## config.mk

```make
export PLATFORM = sky130hd
export DESIGN_NAME = gba_io_top
export DESIGN_NICKNAME = d
export VERILOG_FILES = /design/src/hw/gba_io_pkg.sv /design/src/hw/io_bus_router.sv /design/src/hw/timer_regs.sv /design/src/hw/timer_counters.sv /design/src/hw/keypad.sv /design/src/hw/irq_controller.sv /design/src/hw/gba_io_top.sv
export SDC_FILE = /design/constraint.sdc
export NUM_CORES = 1
export LEC_CHECK = 0
export BUFFER_PORTS_ARGS = -buffer_cell sky130_fd_sc_hd__clkbuf_2
export CAP_MARGIN = 10
export CORE_ASPECT_RATIO = 0.7
export CORE_MARGIN = 2
export CORE_UTILIZATION = 55
export CTS_BUF_LIST = sky130_fd_sc_hd__clkbuf_4 sky130_fd_sc_hd__clkbuf_8
export DETAILED_ROUTE_END_ITERATION = 6
export PLACE_DENSITY = 0.8
export SYNTH_ARGS = -nofsm -noshare
export SYNTH_HDL_FRONTEND = slang
export SYNTH_HIERARCHICAL = 1
export SYNTH_SLANG_ARGS = --single-unit
```

## constraint.sdc

```tcl
create_clock -name clk16 -period 13.35 [get_ports clk16]
set_input_delay 2.67 -clock clk16 [delete_from_list [all_inputs] [get_ports clk16]]
set_output_delay 2.67 -clock clk16 [all_outputs]
set_load 0.03 [all_outputs]
```

## src/hw/gba_io_pkg.sv

```systemverilog
// gba i/o shared definitions
// bus request/response structs, register map offsets and the
// timer, keypad and interrupt field layouts

package gba_io_pkg;

    ////////////////////
    // bus

    typedef struct packed {
        logic [11:0] adr;       // byte offset in the i/o page, word aligned
        logic [31:0] wdata;
        logic [3:0]  be;
        logic        rnw;
        logic        ena;       // single cycle strobe
    } io_bus_req_t;

    typedef struct packed {
        logic [31:0] rdata;
        logic        done;
    } io_bus_rsp_t;

    typedef enum logic [1:0] {
        blk_none,
        blk_timer,
        blk_keypad,
        blk_irq
    } io_block_e;

    // write as seen by a block, word index relative to the block
    typedef struct packed {
        logic [5:0]  word;
        logic [31:0] wdata;
        logic [3:0]  be;
    } io_wr_t;

    ////////////////////
    // register map

    localparam logic [11:0] adr_tm_base  = 12'h100;  // 4 bytes per timer
    localparam logic [11:0] adr_keyinput = 12'h130;
    localparam logic [11:0] adr_ie       = 12'h200;
    localparam logic [11:0] adr_ime      = 12'h208;
    localparam logic [11:0] adr_haltcnt  = 12'h300;

    localparam int max_timers = 4;

    // word indices inside the irq block
    localparam logic [5:0] wd_ie   = 6'd0;
    localparam logic [5:0] wd_ime  = 6'((adr_ime - adr_ie) >> 2);
    localparam logic [5:0] wd_halt = 6'h3f;   // haltcnt lives outside the ie window

    ////////////////////
    // timers

    typedef enum logic [1:0] {
        presc_1,
        presc_64,
        presc_256,
        presc_1024
    } presc_e;

    typedef struct packed {
        presc_e prescale;
        logic   cascade;
        logic   irq_en;
        logic   start;
    } timer_ctrl_t;

    // bit positions in the control half-word
    localparam int tm_bit_cascade = 2;
    localparam int tm_bit_irq_en  = 6;
    localparam int tm_bit_start   = 7;

    ////////////////////
    // keypad

    typedef struct packed {
        logic l, r, down, up, left, right, start, select, b, a;  // a is bit 0
    } keypad_keys_t;

    localparam int key_bit_irq_en = 14;
    localparam int key_bit_and    = 15;

    ////////////////////
    // interrupts

    typedef struct packed {
        logic       rsvd13;
        logic       keypad;     // bit 12
        logic [4:0] rsvd;       // serial and dma sources, not present
        logic [3:0] timer;      // bits 3..6
        logic       lcdstat;
        logic       hblank;
        logic       vblank;     // bit 0
    } irq_src_t;

    localparam logic [13:0] irq_valid_mask = 14'h107f;

endpackage

```

## src/hw/io_bus_router.sv

```systemverilog
// i/o bus router
// decodes the peripheral bus address into a block select and word index,
// strobes the block write enables, returns read data with a 1-cycle done

`timescale 1ns/1ps

module io_bus_router import gba_io_pkg::*; (
    input  logic        clk16,
    input  logic        resetn,
    input  io_bus_req_t bus_req,
    output io_bus_rsp_t bus_rsp,
    output logic        tm_wr_en,
    output logic        key_wr_en,
    output logic        irq_wr_en,
    output io_wr_t      blk_wr,
    input  logic [31:0] tm_rdata,
    input  logic [31:0] key_rdata,
    input  logic [31:0] irq_rdata
);

    io_block_e   sel;
    logic [5:0]  word;
    logic [31:0] rd_mux;
    logic        wr_stb;

    ////////////////////
    // address decode

    always_comb begin
        sel  = blk_none;
        word = '0;
        if (bus_req.adr[11:4] == adr_tm_base[11:4]) begin
            sel  = blk_timer;
            word = {4'b0000, bus_req.adr[3:2]};         // timer slot
        end else if (bus_req.adr[11:2] == adr_keyinput[11:2]) begin
            sel = blk_keypad;
        end else if (bus_req.adr[11:2] == adr_ie[11:2] ||
                     bus_req.adr[11:2] == adr_ime[11:2]) begin
            sel  = blk_irq;
            word = 6'((bus_req.adr - adr_ie) >> 2);
        end else if (bus_req.adr[11:2] == adr_haltcnt[11:2]) begin
            sel  = blk_irq;
            word = wd_halt;
        end
    end

    assign wr_stb    = bus_req.ena & ~bus_req.rnw;
    assign tm_wr_en  = wr_stb && sel == blk_timer;
    assign key_wr_en = wr_stb && sel == blk_keypad;
    assign irq_wr_en = wr_stb && sel == blk_irq;

    assign blk_wr.word  = word;          // shared by all blocks, also the read index
    assign blk_wr.wdata = bus_req.wdata;
    assign blk_wr.be    = bus_req.be;

    ////////////////////
    // read path

    always_comb begin
        case (sel)
            blk_timer:  rd_mux = tm_rdata;
            blk_keypad: rd_mux = key_rdata;
            blk_irq:    rd_mux = irq_rdata;
            default:    rd_mux = '0;     // unmapped
        endcase
    end

    always_ff @(posedge clk16) begin
        if (!resetn) begin
            bus_rsp <= '0;
        end else begin
            bus_rsp.done  <= bus_req.ena;
            bus_rsp.rdata <= (bus_req.ena && bus_req.rnw) ? rd_mux : '0;
        end
    end

endmodule

```

## src/hw/timer_regs.sv

```systemverilog
// timer registers
// reload and control registers for each timer slot, start edge detect
// for the counter load, and the count/control read word

`timescale 1ns/1ps

module timer_regs import gba_io_pkg::*; #(
    parameter int timer_count = 4
) (
    input  logic                         clk16,
    input  logic                         resetn,
    input  logic                         wr_en,
    input  io_wr_t                       wr,
    input  logic [max_timers-1:0][15:0]  tm_count,
    output timer_ctrl_t [max_timers-1:0] tm_ctrl,
    output logic [max_timers-1:0][15:0]  tm_reload,
    output logic [max_timers-1:0]        tm_load,
    output logic [31:0]                  rdata
);

    always_ff @(posedge clk16) begin
        if (!resetn) begin
            tm_ctrl   <= '0;
            tm_reload <= '0;
            tm_load   <= '0;
        end else begin
            tm_load <= '0;
            for (int i = 0; i < max_timers; i++) begin
                if (wr_en && wr.word == 6'(i) && i < timer_count) begin
                    if (wr.be[0])
                        tm_reload[i][7:0] <= wr.wdata[7:0];
                    if (wr.be[1])
                        tm_reload[i][15:8] <= wr.wdata[15:8];
                    if (wr.be[2]) begin     // control low byte holds every field
                        tm_ctrl[i].prescale <= presc_e'(wr.wdata[17:16]);
                        tm_ctrl[i].cascade  <= wr.wdata[16 + tm_bit_cascade];
                        tm_ctrl[i].irq_en   <= wr.wdata[16 + tm_bit_irq_en];
                        tm_ctrl[i].start    <= wr.wdata[16 + tm_bit_start];
                        // start 0 -> 1 reloads the counter on the next edge
                        tm_load[i] <= ~tm_ctrl[i].start & wr.wdata[16 + tm_bit_start];
                    end
                end
            end
        end
    end

    ////////////////////
    // read: live count low, control high

    always_comb begin
        rdata = '0;
        for (int i = 0; i < max_timers; i++) begin
            if (wr.word == 6'(i) && i < timer_count) begin
                rdata = {8'h00,
                         tm_ctrl[i].start,
                         tm_ctrl[i].irq_en,
                         3'b000,
                         tm_ctrl[i].cascade,
                         tm_ctrl[i].prescale,
                         tm_count[i]};
            end
        end
    end

endmodule

```

## src/hw/timer_counters.sv

```systemverilog
// timer counters
// per-slot prescaler and 16-bit up counter with reload on overflow,
// cascade from the slot below, overflow irq pulses and tick outputs

`timescale 1ns/1ps

module timer_counters import gba_io_pkg::*; #(
    parameter int timer_count = 4
) (
    input  logic                         clk16,
    input  logic                         resetn,
    input  timer_ctrl_t [max_timers-1:0] tm_ctrl,
    input  logic [max_timers-1:0][15:0]  tm_reload,
    input  logic [max_timers-1:0]        tm_load,
    output logic [max_timers-1:0][15:0]  tm_count,
    output logic [max_timers-1:0]        tm_overflow,
    output logic [1:0]                   timer_tick
);

    logic [max_timers-1:0][9:0] presc_q;
    logic [max_timers-1:0]      inc;        // count enable this cycle
    logic [max_timers-1:0]      wrap;       // 0xffff -> reload this cycle

    // prescaler bits that must all be set for one count
    function automatic logic [9:0] presc_mask(input presc_e p);
        case (p)
            presc_64:   return 10'h03f;
            presc_256:  return 10'h0ff;
            presc_1024: return 10'h3ff;
            default:    return 10'h000;
        endcase
    endfunction

    ////////////////////
    // count enables, slot by slot so cascade sees the lower wrap

    always_comb begin : inc_chain
        logic carry;
        carry = 1'b0;
        for (int i = 0; i < max_timers; i++) begin
            if (i >= timer_count || !tm_ctrl[i].start)
                inc[i] = 1'b0;
            else if (i > 0 && tm_ctrl[i].cascade)
                inc[i] = carry;             // overflow of slot i-1
            else
                inc[i] = (presc_q[i] & presc_mask(tm_ctrl[i].prescale)) ==
                         presc_mask(tm_ctrl[i].prescale);
            wrap[i] = inc[i] && tm_count[i] == 16'hffff;
            carry   = wrap[i];
        end
    end

    ////////////////////
    // counters

    always_ff @(posedge clk16) begin
        if (!resetn) begin
            presc_q     <= '0;
            tm_count    <= '0;
            tm_overflow <= '0;
            timer_tick  <= '0;
        end else begin
            for (int i = 0; i < max_timers; i++) begin
                if (tm_load[i]) begin
                    tm_count[i] <= tm_reload[i];
                    presc_q[i]  <= '0;      // full first period after start
                end else begin
                    if (tm_ctrl[i].start)
                        presc_q[i] <= presc_q[i] + 10'd1;
                    if (wrap[i])
                        tm_count[i] <= tm_reload[i];
                    else if (inc[i])
                        tm_count[i] <= tm_count[i] + 16'd1;
                end
                tm_overflow[i] <= wrap[i] & tm_ctrl[i].irq_en;
            end
            timer_tick <= wrap[1:0];        // timers 0 and 1 only
        end
    end

endmodule

```

## src/hw/keypad.sv

```systemverilog
// keypad registers
// synchronised key status (active low) and key control with
// or/and interrupt condition

`timescale 1ns/1ps

module keypad import gba_io_pkg::*; (
    input  logic         clk16,
    input  logic         resetn,
    input  keypad_keys_t keys,
    input  logic         wr_en,
    input  io_wr_t       wr,
    output logic [31:0]  rdata,
    output logic         key_irq
);

    keypad_keys_t key_meta, key_sync;
    logic [9:0]   key_mask;
    logic         key_irq_en;
    logic         key_and;
    logic [9:0]   masked;
    logic         cond, cond_q;

    always_ff @(posedge clk16) begin
        if (!resetn) begin
            key_meta   <= '0;
            key_sync   <= '0;
            key_mask   <= '0;
            key_irq_en <= 1'b0;
            key_and    <= 1'b0;
            cond_q     <= 1'b0;
        end else begin
            key_meta <= keys;
            key_sync <= key_meta;
            cond_q   <= cond;
            if (wr_en && wr.word == 6'd0) begin   // status half is read only
                if (wr.be[2])
                    key_mask[7:0] <= wr.wdata[23:16];
                if (wr.be[3]) begin
                    key_mask[9:8] <= wr.wdata[25:24];
                    key_irq_en    <= wr.wdata[16 + key_bit_irq_en];
                    key_and       <= wr.wdata[16 + key_bit_and];
                end
            end
        end
    end

    assign masked = key_sync & key_mask;
    assign cond   = key_and ? (masked == key_mask && key_mask != '0) : |masked;
    assign key_irq = cond & ~cond_q & key_irq_en;     // rising edge only

    assign rdata = (wr.word == 6'd0) ?
                   {key_and, key_irq_en, 4'b0000, key_mask, 6'b000000, ~key_sync} : '0;

endmodule

```

## src/hw/irq_controller.sv

```systemverilog
// interrupt controller
// enable, request and master-enable registers, halt latch,
// level interrupt line to the cpu

`timescale 1ns/1ps

module irq_controller import gba_io_pkg::*; (
    input  logic        clk16,
    input  logic        resetn,
    input  logic        wr_en,
    input  io_wr_t      wr,
    output logic [31:0] rdata,
    input  irq_src_t    src,
    output logic        cpu_irq,
    output logic        halt
);

    logic [13:0] ie_q;
    logic [13:0] req_q;
    logic        ime_q;
    logic [13:0] req_clr;
    logic [13:0] pending;

    ////////////////////
    // write-one-to-clear on the request half

    always_comb begin
        req_clr = '0;
        if (wr_en && wr.word == wd_ie) begin
            if (wr.be[2])
                req_clr[7:0] = wr.wdata[23:16];
            if (wr.be[3])
                req_clr[13:8] = wr.wdata[29:24];
        end
    end

    assign pending = ie_q & req_q;
    assign cpu_irq = ime_q & |pending;

    always_ff @(posedge clk16) begin
        if (!resetn) begin
            ie_q  <= '0;
            req_q <= '0;
            ime_q <= 1'b0;
            halt  <= 1'b0;
        end else begin
            // a new source pulse wins over a clear in the same cycle
            req_q <= ((req_q & ~req_clr) | src) & irq_valid_mask;

            if (wr_en && wr.word == wd_ie) begin
                if (wr.be[0])
                    ie_q[7:0] <= wr.wdata[7:0] & irq_valid_mask[7:0];
                if (wr.be[1])
                    ie_q[13:8] <= wr.wdata[13:8] & irq_valid_mask[13:8];
            end
            if (wr_en && wr.word == wd_ime && wr.be[0])
                ime_q <= wr.wdata[0];

            // wake up ignores ime
            if (|pending)
                halt <= 1'b0;
            else if (wr_en && wr.word == wd_halt && wr.be[1])
                halt <= 1'b1;
        end
    end

    ////////////////////
    // read path, haltcnt is write only

    always_comb begin
        case (wr.word)
            wd_ie:   rdata = {2'b00, req_q, 2'b00, ie_q};
            wd_ime:  rdata = {31'd0, ime_q};
            default: rdata = '0;
        endcase
    end

endmodule

```

## src/hw/gba_io_top.sv

```systemverilog
// gba i/o subsystem top
// peripheral bus router with timers, keypad and interrupt controller

`timescale 1ns/1ps

module gba_io_top import gba_io_pkg::*; #(
    parameter int timer_count = 4
) (
    input  logic         clk16,
    input  logic         resetn,
    input  io_bus_req_t  bus_req,
    output io_bus_rsp_t  bus_rsp,
    input  keypad_keys_t keys,
    input  logic         vblank,
    input  logic         hblank,
    input  logic         lcdstat,
    output logic         cpu_irq,
    output logic         halt,
    output logic [1:0]   timer_tick
);

    logic                         tm_wr_en, key_wr_en, irq_wr_en;
    io_wr_t                       blk_wr;
    logic [31:0]                  tm_rdata, key_rdata, irq_rdata;
    timer_ctrl_t [max_timers-1:0] tm_ctrl;
    logic [max_timers-1:0][15:0]  tm_reload, tm_count;
    logic [max_timers-1:0]        tm_load, tm_overflow;
    logic                         key_irq;
    irq_src_t                     irq_src;

    assign irq_src = '{rsvd13: 1'b0, keypad: key_irq, rsvd: 5'b00000, timer: tm_overflow,
                       lcdstat: lcdstat, hblank: hblank, vblank: vblank};

    io_bus_router io_bus_router_inst (
        .clk16(clk16), .resetn(resetn), .bus_req(bus_req), .bus_rsp(bus_rsp),
        .tm_wr_en(tm_wr_en), .key_wr_en(key_wr_en), .irq_wr_en(irq_wr_en), .blk_wr(blk_wr),
        .tm_rdata(tm_rdata), .key_rdata(key_rdata), .irq_rdata(irq_rdata)
    );

    timer_regs #(.timer_count(timer_count)) timer_regs_inst (
        .clk16(clk16), .resetn(resetn), .wr_en(tm_wr_en), .wr(blk_wr), .tm_count(tm_count),
        .tm_ctrl(tm_ctrl), .tm_reload(tm_reload), .tm_load(tm_load), .rdata(tm_rdata)
    );

    timer_counters #(.timer_count(timer_count)) timer_counters_inst (
        .clk16(clk16), .resetn(resetn), .tm_ctrl(tm_ctrl), .tm_reload(tm_reload),
        .tm_load(tm_load), .tm_count(tm_count), .tm_overflow(tm_overflow),
        .timer_tick(timer_tick)
    );

    keypad keypad_inst (
        .clk16(clk16), .resetn(resetn), .keys(keys), .wr_en(key_wr_en), .wr(blk_wr),
        .rdata(key_rdata), .key_irq(key_irq)
    );

    irq_controller irq_controller_inst (
        .clk16(clk16), .resetn(resetn), .wr_en(irq_wr_en), .wr(blk_wr), .rdata(irq_rdata),
        .src(irq_src), .cpu_irq(cpu_irq), .halt(halt)
    );

endmodule

```

; ---- Yosys cells after proc, flatten, opt, wreduce, memory -nomap -nowiden
; Cells that the tools add are included.
[op_classes]
add_sub_neg = 9
n_eq_ne = 33
mux = 49
bitwise_logic = 29
reduce_logical = 54
[ops]
columns = operator, count
row1 = two-way mux 16 bit, 12
row2 = case mux 10 bit (3 select lines), 4
row3 = two-way mux 24 bit, 4
row4 = case mux 32 bit (3 select lines), 1
row5 = two-way mux 10 bit, 7
row6 = "adder 16 x 1 -> 16 bit, second input constant", 4
row7 = "== test 16 bit, second input constant", 4
row8 = case mux 29 bit (2 select lines), 1
row9 = AND 10 bit, 5
row10 = == test 10 bit, 5
row11 = "adder 10 x 1 -> 10 bit, second input constant", 4
row12 = AND reduction 2 bit, 17
row13 = two-way mux 32 bit, 1
row14 = "== test 10 x 8 -> 1 bit, second input constant", 3
row15 = AND 13 bit, 2
row16 = two-way mux 6 bit, 4
row17 = "== test 2 bit, second input constant", 10
row18 = logical AND 1 bit, 19
row19 = OR reduction 15 bit, 1
row20 = OR reduction 14 bit, 1
row21 = two-way mux 13 bit, 1
row22 = inverter 13 bit, 1
row23 = bitwise OR 13 bit, 1
row24 = AND 1 bit, 12
row25 = 20 further kinds, 50
[totals]
reg_bits = 282
inputBits = 65
out_inout_bits = 37
word_cells = 244

; ---- Longest topological paths before layout
; Gate-level depths: netlist of the first run.
[depth]
ltp_word = 18
depth_mapped = 12
mapped_depth_nobuf = 9

; ---- Cells and area by module
; The synthesis of the first run kept the hierarchy.
[by_module_without_submodules]
columns = module, n_inst, cells_each, area_per_inst_um2, seq_area_each_um2
row1 = timer_counters, 1, 764, 6064.6, 2202.1
row2 = timer_regs, 1, 380, 4086.4, 1761.7
row3 = io_bus_router, 1, 200, 1883.1, 660.6
row4 = keypad, 1, 150, 1401.3, 660.6
row5 = irq_controller, 1, 128, 1034.7, 360.3
row6 = gba_io_top, 1, 1, 3.8, 0.0

; ---- Worst setup path after synthesis of the first run
; Ideal clock, no wire load.
[synth_path]
path_type = input port to flip-flop
from = in bus_req[49] (netlist bit)
to = reg io_bus_router_inst/bus_rsp[14] (netlist name)
setup_time_ns = 0.123
arrival_time_ns = 6.188
required_ns = 13.227
setup_slack_ns = 7.039
stages = 9
n_path_buf = 2
cell_sequence = or4_1 -> buf_2 -> nor4b_1 -> nand2b_1 -> clkbuf_1 -> mux4_2 -> and2_1 -> a222oi_1 -> nor2_2
[synth_rtl]
columns = item, line
row1 = "start, declared", gba_io_top.sv:11  ; input io_bus_req_t bus_req,

==> results.json, run 1 <==
{
  "status": "finished, final reports clean",
  "clkTransAtPathRegs_ns": 0.07,
  "grt_pass1_wl_um": 61400,
  "period_share_pct": 44.2,
  "min_path_type": "reg2reg",
  "final_cell_mix": "dfxtp_1, nand2_1, nor2_1",
  "avgSynthCellArea_um2": 8.92,
  "cts_setup_buffers": 0,
  "clock_sinks": 282,
  "start_util_pct": 56.1,
  "worstSkewPairLatency_ns": 0.59,
  "grt_antenna_before_repair": 0,
  "placed_area_um2": 14700,
  "setup_ws_ns": 7.45,
  "drt_iter0_markers": 1446,
  "cts_buffer_depth": 3,
  "die_h_um": 140,
  "place_ws_ns": 6.88,
  "p_int_uw": 1280,
  "crit_required_ns": 13.81,
  "p_per_area_nw_per_um2": 106,
  "nFillCells": 2191,
  "drt_pass1_iterations": 5,
  "root_buffer": "clkbuf_8",
  "pin_count": 102,
  "crit_fanout": 34,
  "peakVddDrop_mv": 0.106,
  "power_uw": 1660,
  "drv_cap": 0,
  "area_growth_pct": 8.21,
  "grt_pass1_vias": 11024,
  "fmax_mhz": 169,
  "finClkSkew_ns": 0.0314,
  "setup_viol": 0,
  "worstPathArrival_ns": 6.36,
  "wl_per_cell_um": 19.7,
  "yosys_warnings": 6,
  "h-tree-depth": 2,
  "final_common_cell": "dfxtp_1",
  "setup_tns_ns": 0,
  "place_hpwl_um": 29000,
  "hold_buffers": 0,
  "diodes": 0,
  "drive_above_1_share_pct": 17.6,
  "wl_um": 39800,
  "post-route-drc-count": 0,
  "seq_power_share_pct": 51.2,
  "chipWidth_um": 198,
  "num_vias": 12245,
  "crit_type": "in2reg",
  "power.share.combinational_pct": 3.1,
  "io_buffers": 96,
  "cts_tree": "built",
  "p_clk_share_pct": 45.8,
  "stdcell_area_um2": 15600,
  "syn_area_um2": 14400,
  "cts_buffers": 43,
  "worst_pin_slew_ns": 1.22,
  "grt_start_max_net_pins": 84,
  "synth_cells": 1619,
  "p_leak_uw": 0.00594,
  "rsz0062_at_grt": "false",
  "relSlewSlack_pct": 18.0,
  "cp-start-kind": "primary input",
  "slew_violations": 0,
  "power.switching_uw": 386,
  "dieArea_um2": 27600,
  "ant_nets": 0,
  "nNetsFinal": 1730,
  "swShare_pct": 23.2,
  "period_needed_ns": 5.90,
  "ctsResizeCount": 0,
  "grt.overflow.total": 0,
  "final_core_util_pct": 60.7,
  "end_kind": "flop",
  "row_count": 49,
  "place_congestion": 0.937,
  "grt.total_usage_pct": 28.5,
  "viasPerCell": 6.07,
  "finalHoldViolCount": 0,
  "core_area_um2": 25700
}
## metrics by stage
stage	hold slack, ns	instances
2_1_floorplan	0.412	1653
3_3_place_gp	0.414	1941
3_5_place_dp	0.421	1941
4_1_cts	0.434	2015
5_1_grt	0.446	2017
6_report	0.429	2017
## sequential cells by signal, indices dropped and copies added (netlist names), 2 cells and up
name and count:
timer_counters_inst/tm_overflow 4, irq_controller_inst/req_q 8, timer_regs_inst/tm_reload 64, io_bus_router_inst/bus_rsp 33, keypad_inst/key_meta 10, timer_counters_inst/presc_q 40
timer_counters_inst/tm_count 64, timer_regs_inst/tm_load 4, keypad_inst/key_sync 10, timer_counters_inst/timer_tick 2, timer_regs_inst/tm_ctrl 20, irq_controller_inst/ie_q 8
keypad_inst/key_mask 10
## area by class of cell
type                            instances  area [um^2]  area share [%]
Clock buffer                           67          835            5.34
Clock inverter                          7         68.8           0.440
Inverter                               34          128           0.816
Tap cell                              331          414            2.65
Timing Repair Buffer                  114          626            4.00
Sequential cell                       282         5650            36.1
Multi-Input combinational cell       1182         7920            50.6
## worst max-delay path, cell delays in order
cell and delay, ns:
clkbuf_2 0.12, or4_1 0.77, a211oi_4 0.28, buf_4 0.40
o21ai_0 0.20, nand2b_2 0.10, buf_4 0.50, or4_1 0.41
nor2_1 0.28, and2_1 0.24, a22oi_1 0.31, a21oi_2 0.08
## final timing paths
path                               startpoint                               end  slack [ns]  depth (start not counted)
max                               bus_req[49]    io_bus_router_inst/bus_rsp[13]        7.45                         12
max reg2reg  timer_counters_inst/tm_count[16]  timer_counters_inst/tm_count[29]        9.41                          8
min reg2reg           keypad_inst/key_meta[6]           keypad_inst/key_sync[6]        0.43                          1
min                   keypad_inst/key_meta[6]           keypad_inst/key_sync[6]        0.43                          1
## power by group through the flow
stage	sequential [uW]	combinational, uW	clock [uW]
2_1_floorplan	866	41.7	0
3_3_place_gp	869	48.3	0
3_5_place_dp	869	49.3	0
4_1_cts	850	49.6	769
5_1_grt	850	55.0	806
6_report	850	51.1	761
## metal layers
layer / track usage, % / share of wire, % / vias to the layer above
met2: 38.3 / 40 / 630
met3: 9.48 / 13 / 67
met5: 0 / 0 / -
met4: 7.91 / 2.3 / 0
li1: - / - / 5746
met1: 42.8 / 45 / 5802
(Power assumes the default switching activity.)
==> run 2, diff against run 1 <==
- ABC_AREA: unset -> 1
- PLACE_DENSITY: 0.8 -> 0.79
- clock period: 13.35 -> 5.9 ns (I/O delays scaled with it)
==> run 2 against run 1 <==
The flow now finishes with violations (design-rule violations); sequential share of layout area fell by 2.6 points; sequential power up 130%; setup slack got worse by 5.7 ns; clock skew grew 0.0016 ns; critical path type unchanged; largest cell class unchanged; largest power group unchanged.
==> results.json, run 2 <==
{
  "drv_cap": 0,
  "critical_path_buf_inv_count": 2,
  "place_hpwl_um": 32100,
  "start_util_pct": 55.4,
  "period_share_pct": 70.8,
  "stdcell_area_um2": 16800,
  "yosys_warnings": 6,
  "wl_um": 45600,
  "rsz0062_at_grt": "false",
  "chipWidth_um": 207,
  "startpoint": "bus_req[45]",
  "syn_area_um2": 15900,
  "final_cell_mix": "nand2_1, nor2_1, inv_1",
  "crit_required_ns": 6.41,
  "root_buffer": "clkbuf_8",
  "p_leak_uw": 0.00752,
  "crit_family": "simple AND/OR/NAND/NOR gates",
  "final_common_cell": "nand2_1",
  "violations": "design-rule violations",
  "setup_tns_ns": 0,
  "fmax_mhz": 239,
  "worstSkewPairLatency_ns": 0.60,
  "worstReg2RegStart": "timer_regs_inst/tm_ctrl[0]",
  "finalHoldViolCount": 0,
  "grt.total_usage_pct": 29.1,
  "crit_type": "in2reg",
  "nFillCells": 2685,
  "relSlewSlack_pct": 23.5,
  "min_path_type": "reg2reg",
  "grt_pass1_vias": 13655,
  "core_area_um2": 28700,
  "period_needed_ns": 4.18,
  "cp_cell_sequence": "clkbuf_2 > nor2_4 > nor2b_2 > o21ai_0 > nor2_1 > nand2_1 > nor2_4 > buf_4 > nand2_1 > nand4_1 > nand2_1 > nand2_1 > nor2_1 > nor2_1",
  "clock_sinks": 282,
  "drive_above_1_share_pct": 12.0,
  "register_area_um2": 5650,
  "end_kind": "flop",
  "placed_area_um2": 15900,
  "multi_input_area_um2": 7950,
  "diodes": 0,
  "hold_buffers": 0,
  "worst_hold_startpoint": "keypad_inst/key_meta[5]",
  "drt_iter0_markers": 1929,
  "cp.depth": 14,
  "grt_antenna_before_repair": 0,
  "grt_pass1_wl_um": 71300,
  "die_h_um": 146,
  "row_count": 52,
  "cts_setup_buffers": 0,
  "ant_nets": 0,
  "clkTransAtPathRegs_ns": 0.07,
  "worstPathArrival_ns": 4.69,
  "nNetsFinal": 2457,
  "setup_viol": 0,
  "r2r_slack_ns": 2.48,
  "cp_common_cell": "nand2_1",
  "pin_count": 102,
  "slew_violations": 0,
  "post-route-drc-count": 2,
  "p_per_area_nw_per_um2": 232,
  "io_buffers": 96,
  "drt_pass1_iterations": 7,
  "cts_buffer_depth": 3,
  "finClkSkew_ns": 0.0330,
  "cts_tree": "built",
  "ctsResizeCount": 0,
  "h-tree-depth": 2,
  "crit_fanout": 26,
  "synth_cells": 2372,
  "cts_buffers": 43,
  "wl_per_cell_um": 16.3,
  "dieArea_um2": 30300,
  "status": "finished with violations",
  "slowest_delay_ns": 0.72,
  "grt.overflow.total": 0,
  "min_path_cells": 2,
  "largestRegisters": "timer_counters_inst/tm_count: 64 flops, timer_regs_inst/tm_reload: 64 flops, timer_counters_inst/presc_q: 40 flops",
  "cp-start-kind": "primary input",
  "area_growth_pct": 5.88,
  "slowest_stage": "nor2b_2",
  "worst_pin_slew_ns": 1.14,
  "grt_start_max_net_pins": 90,
  "place_congestion": 1.00,
  "peakVddDrop_mv": 0.175,
  "r2r_cells": 10,
  "viasPerCell": 5.47,
  "num_vias": 15278,
  "avgSynthCellArea_um2": 6.70
}
==> run 2: cell count changes in the layout (fill, tap and decap cells not counted), moves of 30 or more <==
cell,before,now
nand2_1,237,523
nor2_1,119,394
nand3_1,35,124
a21oi_1,46,93
mux2i_1,116,17
and2_1,69,0
inv_1,34,315
nand4_1,29,123
o21ai_0,57,87
a22oi_1,34,0
==> run 2: worst reg2reg max path: stages (launching register included) <==
cell,delay (ns)
dfxtp_1,0.58
inv_1,0.15
a21oi_1,0.38
nand2_1,0.15
inv_1,0.10
nand4_1,0.27
nand2_1,0.71
inv_2,0.35
or2_2,0.37
a21oi_1,0.15
nor3_1,0.06
==> run 2: metal layers <==
layer	GRT usage, %	wire length [um]
met4	9.36	1210
met2	41.3	18500
met3	7.12	5470
met1	43.0	20400
met5	0	0
==> run 2: cell type report <==
type | instances | share of cell area (%)
multi-input cells | 1619 | 47.2
flip-flops and latches | 282 | 33.5
inverters | 332 | 7.41
clock buffers | 60 | 4.72
repair buffers | 106 | 3.32
well taps | 378 | 2.81
clock inverters | 16 | 0.967
==> run 2: through the flow <==
stage / utilization (%) / setup slack (ns) / hold slack [ns] / power, uW / instances
6_report: 58.7 / 1.72 / 0.414 / 3900 / 2793
5_1_grt: 58.7 / 1.58 / 0.426 / 4010 / 2793
4_1_cts: 58.7 / 1.88 / 0.416 / 3910 / 2793
3_5_place_dp: 55.3 / 1.30 / 0.399 / 2120 / 2717
3_3_place_gp: 55.3 / 1.37 / 0.396 / 2110 / 2717
2_1_floorplan: - / 2.75 / 0.390 / 2090 / 2406
==> run 2: worst paths after layout <==
path                                     endpoint
hold reg to reg           keypad_inst/key_sync[5]
setup reg to reg  timer_counters_inst/tm_count[3]
hold / removal            keypad_inst/key_sync[5]
setup / recovery   io_bus_router_inst/bus_rsp[10]
==> run 2: power breakdown <==
group	switching [uW]	internal, uW
logic	121	40.7
registers	6.95	1910
clock network	819	1010
total	947	2960
==> run 3, diff against run 2 <==
- clock period: 5.9 -> 3.9 ns (I/O delays scaled with it)
==> run 3 against run 2 <==
The flow now finishes without violations; critical path depth is 1 lower; flip-flop and latch count unchanged; clock-buffer cell count up 9; sequential power is 51% higher; design area increased by 0.84%; total power is 48% higher; clock skew grew 0.0057 ns; largest power group unchanged; die area stayed put; register-to-register slack got worse by 1.8 ns.
==> results.json, run 3 (synthesized netlist as in run 2, its figures left out) <==
{
  "io_buffers": 96,
  "die_h_um": 146,
  "start_util_pct": 55.4,
  "ctsResizeCount": 0,
  "cts_tree": "built",
  "min_path_type": "in2reg",
  "final_common_cell": "nand2_1",
  "ant_nets": 0,
  "grt_antenna_before_repair": 2,
  "startpoint": "timer_counters_inst/tm_count[32]",
  "slew_violations": 0,
  "grt_pass1_wl_um": 70800,
  "worst_hold_startpoint": "keys[1]",
  "cts_buffer_depth": 3,
  "core_area_um2": 28700,
  "period_needed_ns": 3.21,
  "drive_above_1_share_pct": 12.9,
  "finClkSkew_ns": 0.0387,
  "grt.overflow.total": 0,
  "hold_buffers": 0,
  "crit_required_ns": 4.41,
  "dieArea_um2": 30300,
  "p_leak_uw": 0.00763,
  "cts_buffers": 44,
  "period_share_pct": 82.3,
  "status": "finished, final reports clean",
  "worstPathArrival_ns": 3.72,
  "setup_tns_ns": 0,
  "area_growth_pct": 6.77,
  "worst_pin_slew_ns": 0.908,
  "pin_count": 102,
  "drt_pass1_iterations": 6,
  "cts_setup_buffers": 0,
  "place_congestion": 0.935,
  "row_count": 52,
  "worstSkewPairLatency_ns": 0.61,
  "route.met3.wl_um": 5070,
  "viasPerCell": 5.39,
  "final_cell_mix": "nand2_1, nor2_1, inv_1",
  "relSlewSlack_pct": 39.4,
  "p_per_area_nw_per_um2": 341,
  "highest_layer": "met5",
  "peakVddDrop_mv": 0.247,
  "grt.total_usage_pct": 28.9,
  "met2_length_um": 17900,
  "root_buffer": "clkbuf_8",
  "fmax_mhz": 311,
  "finalHoldViolCount": 0,
  "drt-met1-wl_um": 20600,
  "cp-start-kind": "flop",
  "dp.cells": 2737,
  "end_kind": "flop",
  "drt_iter0_markers": 1769,
  "clock_sinks": 282,
  "diodes": 0,
  "h-tree-depth": 2,
  "nNetsFinal": 2478,
  "worstReg2RegStart": "timer_counters_inst/tm_count[32]",
  "wl_um": 44800,
  "num_vias": 15175,
  "grt_start_max_net_pins": 168,
  "wl_per_cell_um": 15.9,
  "stdcell_count": 2817,
  "post-route-drc-count": 0,
  "grt_pass1_vias": 13558,
  "drv_cap": 0,
  "rsz0062_at_grt": "false",
  "clkTransAtPathRegs_ns": 0.06,
  "place_hpwl_um": 32500,
  "largestRegisters": "timer_counters_inst/tm_count: 64 flops, timer_regs_inst/tm_reload: 64 flops, timer_counters_inst/presc_q: 40 flops",
  "chipWidth_um": 207,
  "crit_type": "reg2reg",
  "crit_fanout": 28,
  "setup_viol": 0
}
run 3: final cells by class:
type | count | area, um^2
clock buffer | 69 | 868
clock inverter | 11 | 67.6
fill | 2698 | 11700
inverter | 332 | 1250
multi-input combinational | 1619 | 7950
sequential | 282 | 5650
tap | 378 | 473
timing repair buffer | 126 | 721
run 3: routing by layer:
layer | vias up | GRT usage [%]
met5 | - | 2.35
met4 | 4 | 8.75
met3 | 88 | 7.79
met2 | 734 | 40.4
met1 | 6920 | 42.8
li1 | 7429 | -
run 3: where the power goes:
group | switching (uW) | leakage, uW | internal (uW) | total [uW]
combinational | 180 | 0.00485 | 64.8 | 244
sequential | 8.89 | 0.00228 | 2890 | 2900
clock | 1220 | 0.000504 | 1430 | 2650
total | 1410 | 0.00763 | 4380 | 5790
run 3: final timing paths:
kind	depth (start not counted)	to	slack [ns]
worst min register to register	2	keypad_inst/key_sync[8]	0.41
worst min-delay path	3	keypad_inst/key_meta[1]	0.36
worst max-delay path	13	timer_counters_inst/tm_count[32]	0.69
worst max register to register	13	timer_counters_inst/tm_count[32]	0.69
run 3: per-stage QoR:
stage / power (uW) / cell area, um^2 / utilization [%] / hold WS (ns) / worst slack (ns)
after floorplan: 3170 / 16000 / - / 0.390 / 1.15
after global placement: 3200 / 16000 / 55.9 / 0.402 / 0.429
after detailed placement: 3200 / 16000 / 55.9 / 0.396 / 0.357
after CTS: 5820 / 17000 / 59.1 / 0.333 / 0.876
after global routing: 5990 / 17000 / 59.1 / 0.348 / 0.533
final: 5790 / 17000 / 59.1 / 0.357 / 0.689
run 3: worst max-delay path: stages, from the launching register on:
cell and delay, ns:
dfxtp_1 0.41, ha_1 0.20, nand2_1 0.12, nor2_2 0.29
nand4_1 0.16, nor2_1 0.16, nand3_1 0.08, nor2_1 0.18
nand3_2 0.23, nand2_1 0.46, inv_2 0.35, o21ai_0 0.27
a21o_1 0.14, inv_1 0.03
